**config.mk**
```make
export PLATFORM = sky130hd
export DESIGN_NAME = erx_io
export DESIGN_NICKNAME = d
export VERILOG_FILES = /design/src/logic/erx_pkg.sv /design/src/logic/erx_ctrl_sync.sv /design/src/logic/erx_lane_deser.sv /design/src/logic/erx_word_pack.sv /design/src/logic/erx_io.sv
export VERILOG_INCLUDE_DIRS = /design/src /design/src/logic
export SDC_FILE = /design/constraint.sdc
export NUM_CORES = 1
export LEC_CHECK = 0
export BUFFER_PORTS_ARGS = -buffer_cell sky130_fd_sc_hd__buf_2
export CAP_MARGIN = 20
export CORE_ASPECT_RATIO = 1.25
export CORE_MARGIN = 2
export CORE_UTILIZATION = 23
export DETAILED_ROUTE_END_ITERATION = 10
export GPL_TIMING_DRIVEN = 0
export PLACE_DENSITY_LB_ADDON = 0.25
export SLEW_MARGIN = 5
export SYNTH_ARGS = -nofsm -noshare
export SYNTH_HDL_FRONTEND = slang
export SYNTH_SLANG_ARGS = --single-unit
```
**constraint.sdc**
```tcl
create_clock -name rxlclk_p -period 23.5 [get_ports rxlclk_p]
set_input_delay 1.175 -clock rxlclk_p [delete_from_list [all_inputs] [get_ports rxlclk_p]]
set_output_delay 1.175 -clock rxlclk_p [all_outputs]
set_load 0.05 [all_outputs]
```
**src/logic/erx_macros.svh**
```systemverilog
// sizing of the receive path, shared by the package, the RTL and the testbench
// ERX_SER_RATIO is kept a power of two so the bit counter wraps on its own
// ERX_GPIO_W is tied to the lane count: low data byte plus one frame bit

`ifndef ERX_MACROS_SVH
`define ERX_MACROS_SVH

// ############################
// link geometry
// ############################
`define ERX_LANES      8                 // data lanes, frame lane not counted
`define ERX_SER_RATIO  8                 // serial bits per lane per word

// gpio capture width, one bit per data lane plus frame bit 0
`define ERX_GPIO_W     (`ERX_LANES + 1)

`endif

```
**src/logic/erx_pkg.sv**
```systemverilog
// vector types for the receive path, shared by RTL and testbench
// widths come from erx_macros.svh, so change them there and not here

`include "erx_macros.svh"

package erx_pkg;

   // ############################
   // lane level
   // ############################
   // one deserialized byte, first bit received in the msb
   typedef logic [`ERX_SER_RATIO-1:0] lane_byte_t;

   // position of the current bit inside a word
   typedef logic [$clog2(`ERX_SER_RATIO)-1:0] bit_cnt_t;

   // ############################
   // word level
   // ############################
   // packed data word, lane i bit k sits at bit (8k + i)
   typedef logic [`ERX_LANES*`ERX_SER_RATIO-1:0] rx_word_t;

   typedef logic [`ERX_SER_RATIO-1:0] rx_frame_t;   // frame lane byte

   // gpio capture, {frame bit 0, data bits 7..0}
   typedef logic [`ERX_GPIO_W-1:0] gpio_in_t;

endpackage

```
**src/logic/erx_ctrl_sync.sv**
```systemverilog
// control side of the receiver, all on rxlclk_p
// enable and gpio mode are async inputs and pass through two flops each
// a low ecfg_rx_enable clears the enable sync at once, so lanes drop immediately
// wait outputs are combinational, no flop between gpio_wait and the pins

`include "erx_macros.svh"

module erx_ctrl_sync
(
   input  logic       rxlclk_p,
   input  logic       rxreset,
   input  logic       ecfg_rx_enable,
   input  logic       ecfg_rx_gpio_mode,
   input  logic [1:0] gpio_wait,          // [0] wr wait, [1] rd wait in gpio mode
   input  logic       rx_wr_wait,
   input  logic       rx_rd_wait,
   output logic       lane_rst,
   output logic       gpio_mode,
   output logic       word_tick,
   output logic       rx_wr_wait_out,
   output logic       rx_rd_wait_out
);

   import erx_pkg::*;

   logic       enb_clr;                   // async clear of the enable sync
   logic [1:0] rx_enb_sync;               // [1] first stage, [0] second stage
   logic [1:0] gpio_sync;
   logic       rx_enb;
   bit_cnt_t   bit_cnt;

   // ############################
   // synchronizers
   // ############################
   assign enb_clr = rxreset | ~ecfg_rx_enable;

   // shifts a one in, rx_enb rises on the second edge after enable
   always_ff @(posedge rxlclk_p or posedge enb_clr)
   begin
      if (enb_clr)
         rx_enb_sync <= '0;
      else
         rx_enb_sync <= {1'b1, rx_enb_sync[1]};
   end

   assign rx_enb   = rx_enb_sync[0];
   assign lane_rst = ~rx_enb;             // holds lanes and packer while disabled

   always_ff @(posedge rxlclk_p or posedge rxreset)
   begin
      if (rxreset)
         gpio_sync <= '0;
      else
         gpio_sync <= {ecfg_rx_gpio_mode, gpio_sync[1]};   // two edges to take effect
   end

   assign gpio_mode = gpio_sync[0];

   // ############################
   // word alignment
   // ############################
   // count starts at 0 with the first sampled bit after rx_enb rises,
   // so every restart of the enable realigns the words
   always_ff @(posedge rxlclk_p or posedge lane_rst)
   begin
      if (lane_rst)
         bit_cnt <= '0;
      else if (word_tick)
         bit_cnt <= '0;                   // wrap after the last bit
      else
         bit_cnt <= bit_cnt + 1'b1;
   end

   // high while the last bit of a word sits on the lanes
   assign word_tick = (bit_cnt == bit_cnt_t'(`ERX_SER_RATIO - 1));

   // wait mux, gpio mode forces the pins from the config register
   assign rx_wr_wait_out = gpio_mode ? gpio_wait[0] : rx_wr_wait;
   assign rx_rd_wait_out = gpio_mode ? gpio_wait[1] : rx_rd_wait;

   // lanes and packer rely on a steady word period once enabled
   a_tick_period : assert property (@(posedge rxlclk_p) disable iff (lane_rst)
      word_tick |-> ##1 (!word_tick) [*(`ERX_SER_RATIO - 1)] ##1 word_tick)
      else $error("word_tick period broken");

endmodule

```
**src/logic/erx_lane_deser.sv**
```systemverilog
// one serial lane to one byte, one bit per rxlclk_p edge
// first bit received ends up in bit 7 of lane_byte
// lane_byte holds from one word_tick to the next

module erx_lane_deser
(
   input  logic               rxlclk_p,
   input  logic               lane_rst,       // async clear, like the serdes reset
   input  logic               word_tick,      // last bit of the word is on ser_in
   input  logic               ser_in,
   output erx_pkg::lane_byte_t lane_byte
);

   import erx_pkg::*;

   lane_byte_t shift_q;                       // newest bit in the lsb

   // ############################
   // shift and hold
   // ############################
   always_ff @(posedge rxlclk_p or posedge lane_rst)
   begin
      if (lane_rst)
         shift_q <= '0;
      else
         shift_q <= {shift_q[$bits(lane_byte_t)-2:0], ser_in};
   end

   // seven older bits plus the one arriving now make the byte
   always_ff @(posedge rxlclk_p or posedge lane_rst)
   begin
      if (lane_rst)
         lane_byte <= '0;
      else if (word_tick)
         lane_byte <= {shift_q[$bits(lane_byte_t)-2:0], ser_in};
   end

endmodule

```
**src/logic/erx_word_pack.sv**
```systemverilog
// packs the lane bytes into the 64-bit data word and the frame word
// two register stages after the lane hold bytes, valid is a one-cycle strobe
// frame reads zero while disabled or in gpio mode, data still passes
// gpio_datain follows one edge after each valid word

`include "erx_macros.svh"

module erx_word_pack
(
   input  logic                rxlclk_p,
   input  logic                rxreset,
   input  logic                lane_rst,
   input  logic                word_tick,
   input  logic                gpio_mode,
   input  erx_pkg::lane_byte_t lane_bytes [`ERX_LANES],
   input  erx_pkg::lane_byte_t frame_byte,
   output erx_pkg::rx_word_t   rx_data,
   output erx_pkg::rx_frame_t  rx_frame,
   output logic                rx_word_valid,
   output erx_pkg::gpio_in_t   gpio_datain
);

   import erx_pkg::*;

   logic      pack_rst;                   // full reset or receiver disabled
   logic      tick_q1;                    // lane hold bytes fresh
   logic      tick_q2;                    // first stage fresh
   rx_word_t  pack_word;
   rx_frame_t frame_mask;
   rx_word_t  data_q1;
   rx_frame_t frame_q1;

   assign pack_rst = rxreset | lane_rst;

   // ############################
   // interleave and mask
   // ############################
   always_comb
   begin
      for (int k = 0; k < `ERX_SER_RATIO; k++)
      begin
         for (int i = 0; i < `ERX_LANES; i++)
            pack_word[k*`ERX_LANES + i] = lane_bytes[i][k];   // lane i bit k
      end
   end

   // masked like the reference, by enable and by gpio mode
   assign frame_mask = frame_byte & {`ERX_SER_RATIO{~lane_rst}}
                                  & {`ERX_SER_RATIO{~gpio_mode}};

   // ############################
   // register stages
   // ############################
   always_ff @(posedge rxlclk_p or posedge pack_rst)
   begin
      if (pack_rst)
      begin
         tick_q1       <= 1'b0;
         tick_q2       <= 1'b0;
         rx_word_valid <= 1'b0;
         data_q1       <= '0;
         frame_q1      <= '0;
         rx_data       <= '0;
         rx_frame      <= '0;
         gpio_datain   <= '0;
      end
      else
      begin
         tick_q1       <= word_tick;      // hold bytes load on the tick edge
         tick_q2       <= tick_q1;
         rx_word_valid <= tick_q2;        // one cycle, one per word
         if (tick_q1)
         begin
            data_q1  <= pack_word;
            frame_q1 <= frame_mask;
         end
         if (tick_q2)
         begin
            rx_data  <= data_q1;
            rx_frame <= frame_q1;
         end
         if (rx_word_valid)               // gpio sees the word one edge late
            gpio_datain <= {rx_frame[0], rx_data[`ERX_LANES-1:0]};
      end
   end

   // after lane reset a whole word has to pass the lanes and both stages
   a_no_early_valid : assert property (@(posedge rxlclk_p)
      $fell(lane_rst) |-> (!rx_word_valid) [*(`ERX_SER_RATIO + 2)])
      else $error("rx_word_valid before a full word after lane reset");

endmodule

```
**src/logic/erx_io.sv**
```systemverilog
// receive side of the eight-lane link, single clock rxlclk_p
// one bit per lane per edge stands in for DDR capture, no bitslip
// words align to the first bit after the enable sync, no training pattern
// rx_word_valid strobes once every eight edges, there is no back-pressure

`include "erx_macros.svh"

module erx_io
(
   input  logic                   rxlclk_p,
   input  logic                   rxreset,
   input  logic [`ERX_LANES-1:0]  rx_data_in,     // one serial bit per lane
   input  logic                   rx_frame_in,
   input  logic                   rx_wr_wait,
   input  logic                   rx_rd_wait,
   input  logic                   ecfg_rx_enable,
   input  logic                   ecfg_rx_gpio_mode,
   input  logic [1:0]             gpio_wait,
   output erx_pkg::rx_word_t      rx_data,
   output erx_pkg::rx_frame_t     rx_frame,
   output logic                   rx_word_valid,
   output erx_pkg::gpio_in_t      gpio_datain,
   output logic                   rx_wr_wait_out,
   output logic                   rx_rd_wait_out
);

   import erx_pkg::*;

   logic                lane_rst;
   logic                gpio_mode;
   logic                word_tick;
   logic [`ERX_LANES:0] ser_bits;                 // frame lane on top
   lane_byte_t          data_bytes [`ERX_LANES];
   lane_byte_t          frame_byte;

   assign ser_bits = {rx_frame_in, rx_data_in};

   // ############################
   // control
   // ############################
   erx_ctrl_sync u_ctrl
   (
      .rxlclk_p          (rxlclk_p),
      .rxreset           (rxreset),
      .ecfg_rx_enable    (ecfg_rx_enable),
      .ecfg_rx_gpio_mode (ecfg_rx_gpio_mode),
      .gpio_wait         (gpio_wait),
      .rx_wr_wait        (rx_wr_wait),
      .rx_rd_wait        (rx_rd_wait),
      .lane_rst          (lane_rst),
      .gpio_mode         (gpio_mode),
      .word_tick         (word_tick),
      .rx_wr_wait_out    (rx_wr_wait_out),
      .rx_rd_wait_out    (rx_rd_wait_out)
   );

   // ############################
   // lanes, index ERX_LANES is the frame lane
   // ############################
   for (genvar i = 0; i <= `ERX_LANES; i++)
   begin : gen_lane
      lane_byte_t lane_q;

      erx_lane_deser u_deser
      (
         .rxlclk_p  (rxlclk_p),
         .lane_rst  (lane_rst),
         .word_tick (word_tick),
         .ser_in    (ser_bits[i]),
         .lane_byte (lane_q)
      );

      if (i < `ERX_LANES)
      begin : g_data
         assign data_bytes[i] = lane_q;
      end
      else
      begin : g_frame
         assign frame_byte = lane_q;
      end
   end

   erx_word_pack u_pack
   (
      .rxlclk_p      (rxlclk_p),
      .rxreset       (rxreset),
      .lane_rst      (lane_rst),
      .word_tick     (word_tick),
      .gpio_mode     (gpio_mode),
      .lane_bytes    (data_bytes),
      .frame_byte    (frame_byte),
      .rx_data       (rx_data),
      .rx_frame      (rx_frame),
      .rx_word_valid (rx_word_valid),
      .gpio_datain   (gpio_datain)
   );

endmodule

```
After elaboration in Yosys (flattened, before gate mapping)
Index checks and enable logic that the tools add are counted.
- logic and storage cells: 41
- register bits: 298
- output and inout bits: 84
- input port bits: 17
- mux-type cells: 3
- equal/unequal tests: 1
- bitwise gates (word level): 7
- add/subtract/negate cells: 1
- operators by type and width (operator ; number):
    $and A8 B8 Y8 ; 2
    $add A3 B1 Y3 const B ; 1
    $eq A3 B3 Y1 const B ; 1
    $mux W3 ; 1
    $not A1 Y1 ; 3
    $mux W1 ; 2
    $or A1 B1 Y1 ; 2

Logic depth before layout (Yosys ltp)
- depth in word-level cells: 2
- gate-level depth with buffers: 5
- depth with buffers taken out: 3

Cells and area by module
Synthesis repeated with hierarchy kept, for this count alone.
- cell total of the unflattened synthesis: 588
- area, all modules: 11260.8 µm²
- modules (own cells, without submodules) (module ; area each (µm²) ; seq. area each (µm²) ; instances ; cells an instance):
    erx_word_pack ; 6416.2 ; 3903.7 ; 1 ; 346
    erx_lane_deser ; 510.5 ; 375.4 ; 9 ; 25
    erx_ctrl_sync ; 250.2 ; 175.2 ; 1 ; 17

Worst setup path after synthesis
No wires, ideal clock.
- kind: reg2reg
- start point: register u_ctrl.rx_enb_sync[0]
- end point: register u_pack.frame_q1[0]
- stages on the path, launching flop included: 4
- library setup time: 82 ps
- path buffers: 1
- setup slack: 19648 ps
- data required time: 23418 ps
- data arrival time: 3769 ps
- period minus slack after synthesis: 3852 ps
- cell sequence: dfrtp_1 > nand2b_1 > clkbuf_1 > o22ai_1
- word-level cells in the longest chain between the ends: 2
- ends and longest elaborated chain (what ; line ; RTL):
    start: declaration ; erx_ctrl_sync.sv:27 ; logic [1:0] rx_enb_sync;
    start signal: assignment ; erx_ctrl_sync.sv:43 ; rx_enb_sync <= {1'b1, rx_enb_sync[1]};
    $and A8 B8 Y8 (2 in a row) ; erx_word_pack.sv:48 ; assign frame_mask = frame_byte & {`ERX_SER_RATIO{~lane_rst}}
    end signal: assignment ; erx_word_pack.sv:75 ; frame_q1 <= frame_mask;
    end: declaration ; erx_word_pack.sv:31 ; rx_frame_t frame_q1;
No other way between the ends.
A chain may end at the register's enable or synchronous reset.

Worst setup path after layout
- start point: input port gpio_wait[0]
- end point: output port rx_wr_wait_out
- word-level cells in the longest chain between the ends: 1
- ends and longest elaborated chain (what ; line ; RTL):
    start: declaration ; erx_io.sv:18 ; input logic [1:0] gpio_wait,
    $mux W1 ; erx_ctrl_sync.sv:78 ; assign rx_wr_wait_out = gpio_mode ? gpio_wait[0] : rx_wr_wait;
    end: declaration ; erx_io.sv:23 ; output logic rx_wr_wait_out,
No other way between the ends.

==> results.sh <==
export IMPL_cp_start_kind="input port"
export IMPL_min_from="u_ctrl.gpio_sync[1]"
export IMPL_num_io_pins=101
export IMPL_drc=0
export IMPL_hp_class="reg2reg"
export IMPL_hold_viol_final=0
export IMPL_peakVddDrop_mv=0.05113
export IMPL_nFillCells=4566
export IMPL_worst_ep_arrival_time_ps=1730
export IMPL_cts_sinks=298
export IMPL_drt_iter0_drc=136
export IMPL_critPathLaunch="gpio_wait[0]"
export IMPL_leakage_uw=0.005732
export IMPL_fin_crit_ps=2903
export IMPL_cts_resized=0
export IMPL_synthesis_area_um2=10390
export IMPL_grt_pass1_wl_um=34060
export IMPL_rrSetupSlack_ps=21360
export IMPL_antenna_cells=0
export IMPL_status="complete, no violations"
export IMPL_ys_warn_count=0
export IMPL_track_usage_pct=9.253
export IMPL_grt_max_degree=59
export IMPL_seq_area_frac_synth_pct=71.76
export IMPL_synth_cells=577
export IMPL_vias=5016
export IMPL_htree_levels=1
export IMPL_slew_limit_headroom_pct=47.54
export IMPL_synth_nets=597
export IMPL_r2r_cells=4
export IMPL_cp_endpoint="rx_wr_wait_out"
export IMPL_skew_ps=10.14
export IMPL_clock_path_buffers=3
export IMPL_reg2reg_from="u_ctrl.rx_enb_sync[0]"
export IMPL_crit_type="in2out"
export IMPL_start_util_pct=23.17
export IMPL_port_buffers=100
export IMPL_cts_root_buffer="clkbuf_16"
export IMPL_core_um2=44850
export IMPL_wl_per_cell_um=15.91
export IMPL_timing_max_cap_violations=0
export IMPL_layout_drive_gt1_share_pct=54.04
export IMPL_first_global_vias=5539
export IMPL_ys_ff_latch=298
export IMPL_cts_hold_buf=0
export IMPL_clkLatencyLatePin_ps=550
export IMPL_reg2reg_to="u_pack.data_q1[13]"
export IMPL_setup_viol_count_final=0
export IMPL_drv_slew=0
export IMPL_post_cts_buffers=0
export IMPL_dr_pass1_iters=4
export IMPL_ys_types=15
export IMPL_clk_pin_slew_worst_paths_ps=60
export IMPL_gp_congestion=0.6482
export IMPL_multi_input_area_um2=2618
export IMPL_rsz0062_at_grt="false"
export IMPL_cts_tree="done"
export IMPL_cp_max_fo=1
export IMPL_row_count=87
export IMPL_area_growth_pct=24.39
export IMPL_finalNetCount=738
export IMPL_numCtsBuffers=31
export IMPL_wirelength_um=21010
export IMPL_cellPowerDensity_nw_per_um2=89.03
export IMPL_syn_area_per_cell_um2=18.01
export IMPL_fin_crit_sh_pct=12.35
export IMPL_die_area_um2=46910
export IMPL_grt_ovfl_total=0
export IMPL_die_w_um=194.1
export IMPL_regArea_um2=7461
export IMPL_grt_antenna_before_repair=0
export IMPL_fmax_mhz=344.4
export IMPL_drt_vias_per_instance=3.800
export IMPL_worstMarginPinSlew_ps=786.9
export IMPL_holdWs_ps=349.8
export IMPL_worstSetupEndpointType="output port"
export IMPL_die_h_um=241.7
export IMPL_drtAntennaViolNets=0
export IMPL_crit_required_ps=22330
export IMPL_dpl_hpwl_um=14720
export IMPL_finalSetupTns_ps=0
worst max-delay path: stages:
cell    delay, ps
buf_2         100
mux2_2        250
buf_2         210
cells in the final DEF (no fill, tap or decap):
cell type and instances:
nor2_1 1, nor2b_1 1, o22ai_1 8, clkbuf_1 6, clkbuf_8 6, dfrtp_1 297
buf_16 4, nand2_1 8, buf_12 4, conb_1 1, clkbuf_16 31, clkinv_2 8
nor2b_4 1, mux2_1 6, mux2_2 213, inv_6 1, buf_2 102, inv_1 9
clkinvlp_4 2, nand2b_1 1, buf_6 21, dfrtp_4 1, bufinv_16 7, ha_1 3
Yosys cell counts:
| cell type | n | area share (%) |
|---|---|---|
| nand2_1 | 8 | 0.29 |
| nor2_1 | 1 | 0.036 |
| mux2_2 | 213 | 23 |
| conb_1 | 1 | 0.036 |
| inv_1 | 9 | 0.33 |
| dfrtp_1 | 298 | 72 |
| nand2b_1 | 1 | 0.060 |
| buf_6 | 21 | 2.3 |
| mux2_1 | 6 | 0.65 |
| nor2b_1 | 2 | 0.12 |
| o22ai_1 | 8 | 0.48 |
| buf_2 | 2 | 0.096 |
| clkbuf_1 | 1 | 0.036 |
| ha_1 | 3 | 0.36 |
| clkbuf_8 | 3 | 0.40 |
layout make-up:
class                   instances  area share, %
flip-flops and latches        298          57.71
multi-input cells             243          20.25
clock buffers                  39          6.465
well taps                     578          5.594
repair buffers                108          5.343
plain buffers                  27          2.255
clock inverters                18          2.120
inverters                       9         0.2613
layer usage:
layer / global-route usage (%) / wire [um] / vias up
met1: 12.13 / 9580 / 2615
met4: 3.409 / 537 / 0
met2: 15.12 / 10060 / 84
met5: 0 / 0 / -
met3: 1.855 / 830 / 32
li1: - / - / 2285
report_power, final:
| group | switching (uW) | total [uW] | leakage (uW) | internal, uW |
|---|---|---|---|---|
| sequential | 14.7 | 553 | 0.00360 | 538 |
| clock | 203 | 531 | 0.000545 | 328 |
| combinational | 43.9 | 67.1 | 0.00159 | 23.2 |
| total | 261 | 1150 | 0.00573 | 890 |
per-stage QoR:
stage	std cells	cell area [um2]	util (%)	power, uW	worst slack [ps]
floorplan	577	10390	-	607.1	10340
global placement	1255	11620	25.90	627.0	3722
detailed placement	1263	11820	26.35	632.5	20600
CTS	1320	12930	28.82	1178	20590
finish	1320	12930	28.82	1151	20600
global route	1320	12930	28.82	1207	20580
flip-flops by register name, summed over array words and instances, names as in the netlist, 3 cells and up:
register / cells
gen_lane.u_deser.shift_q: 63
u_pack.gpio_datain: 9
u_ctrl.bit_cnt: 3
u_pack.rx_data: 64
u_pack.rx_frame: 8
u_pack.data_q1: 64
u_pack.frame_q1: 8
gen_lane.u_deser.lane_byte: 72
worst min path at each step:
stage | endpoint | slack [ps] | cells after the start
5_1_grt | u_ctrl.gpio_sync[0] | 360 | 0
3_3_place_gp | u_ctrl.gpio_sync[0] | 330 | 0
4_1_cts | u_ctrl.gpio_sync[0] | 350 | 0
6_report | u_ctrl.gpio_sync[0] | 350 | 0
2_1_floorplan | u_ctrl.gpio_sync[0] | 330 | 0
3_5_place_dp | u_ctrl.gpio_sync[0] | 340 | 0
cells by family (layout without fill, tap and decap cells):
family | Yosys count | in the layout | share of synthesized area, %
flip-flops | 298 | 298 | 71.76
multiplexers | 219 | 219 | 23.73
buffers and inverters | 36 | 201 | 3.130
AND/OR/NAND/NOR | 12 | 12 | 0.5057
AO/OA/AOI/OAI | 8 | 8 | 0.4816
adder cells (fa/ha/maj) | 3 | 3 | 0.3612
other | 1 | 1 | 0.03608
Note: power is estimated with default switching activity, not from simulation.
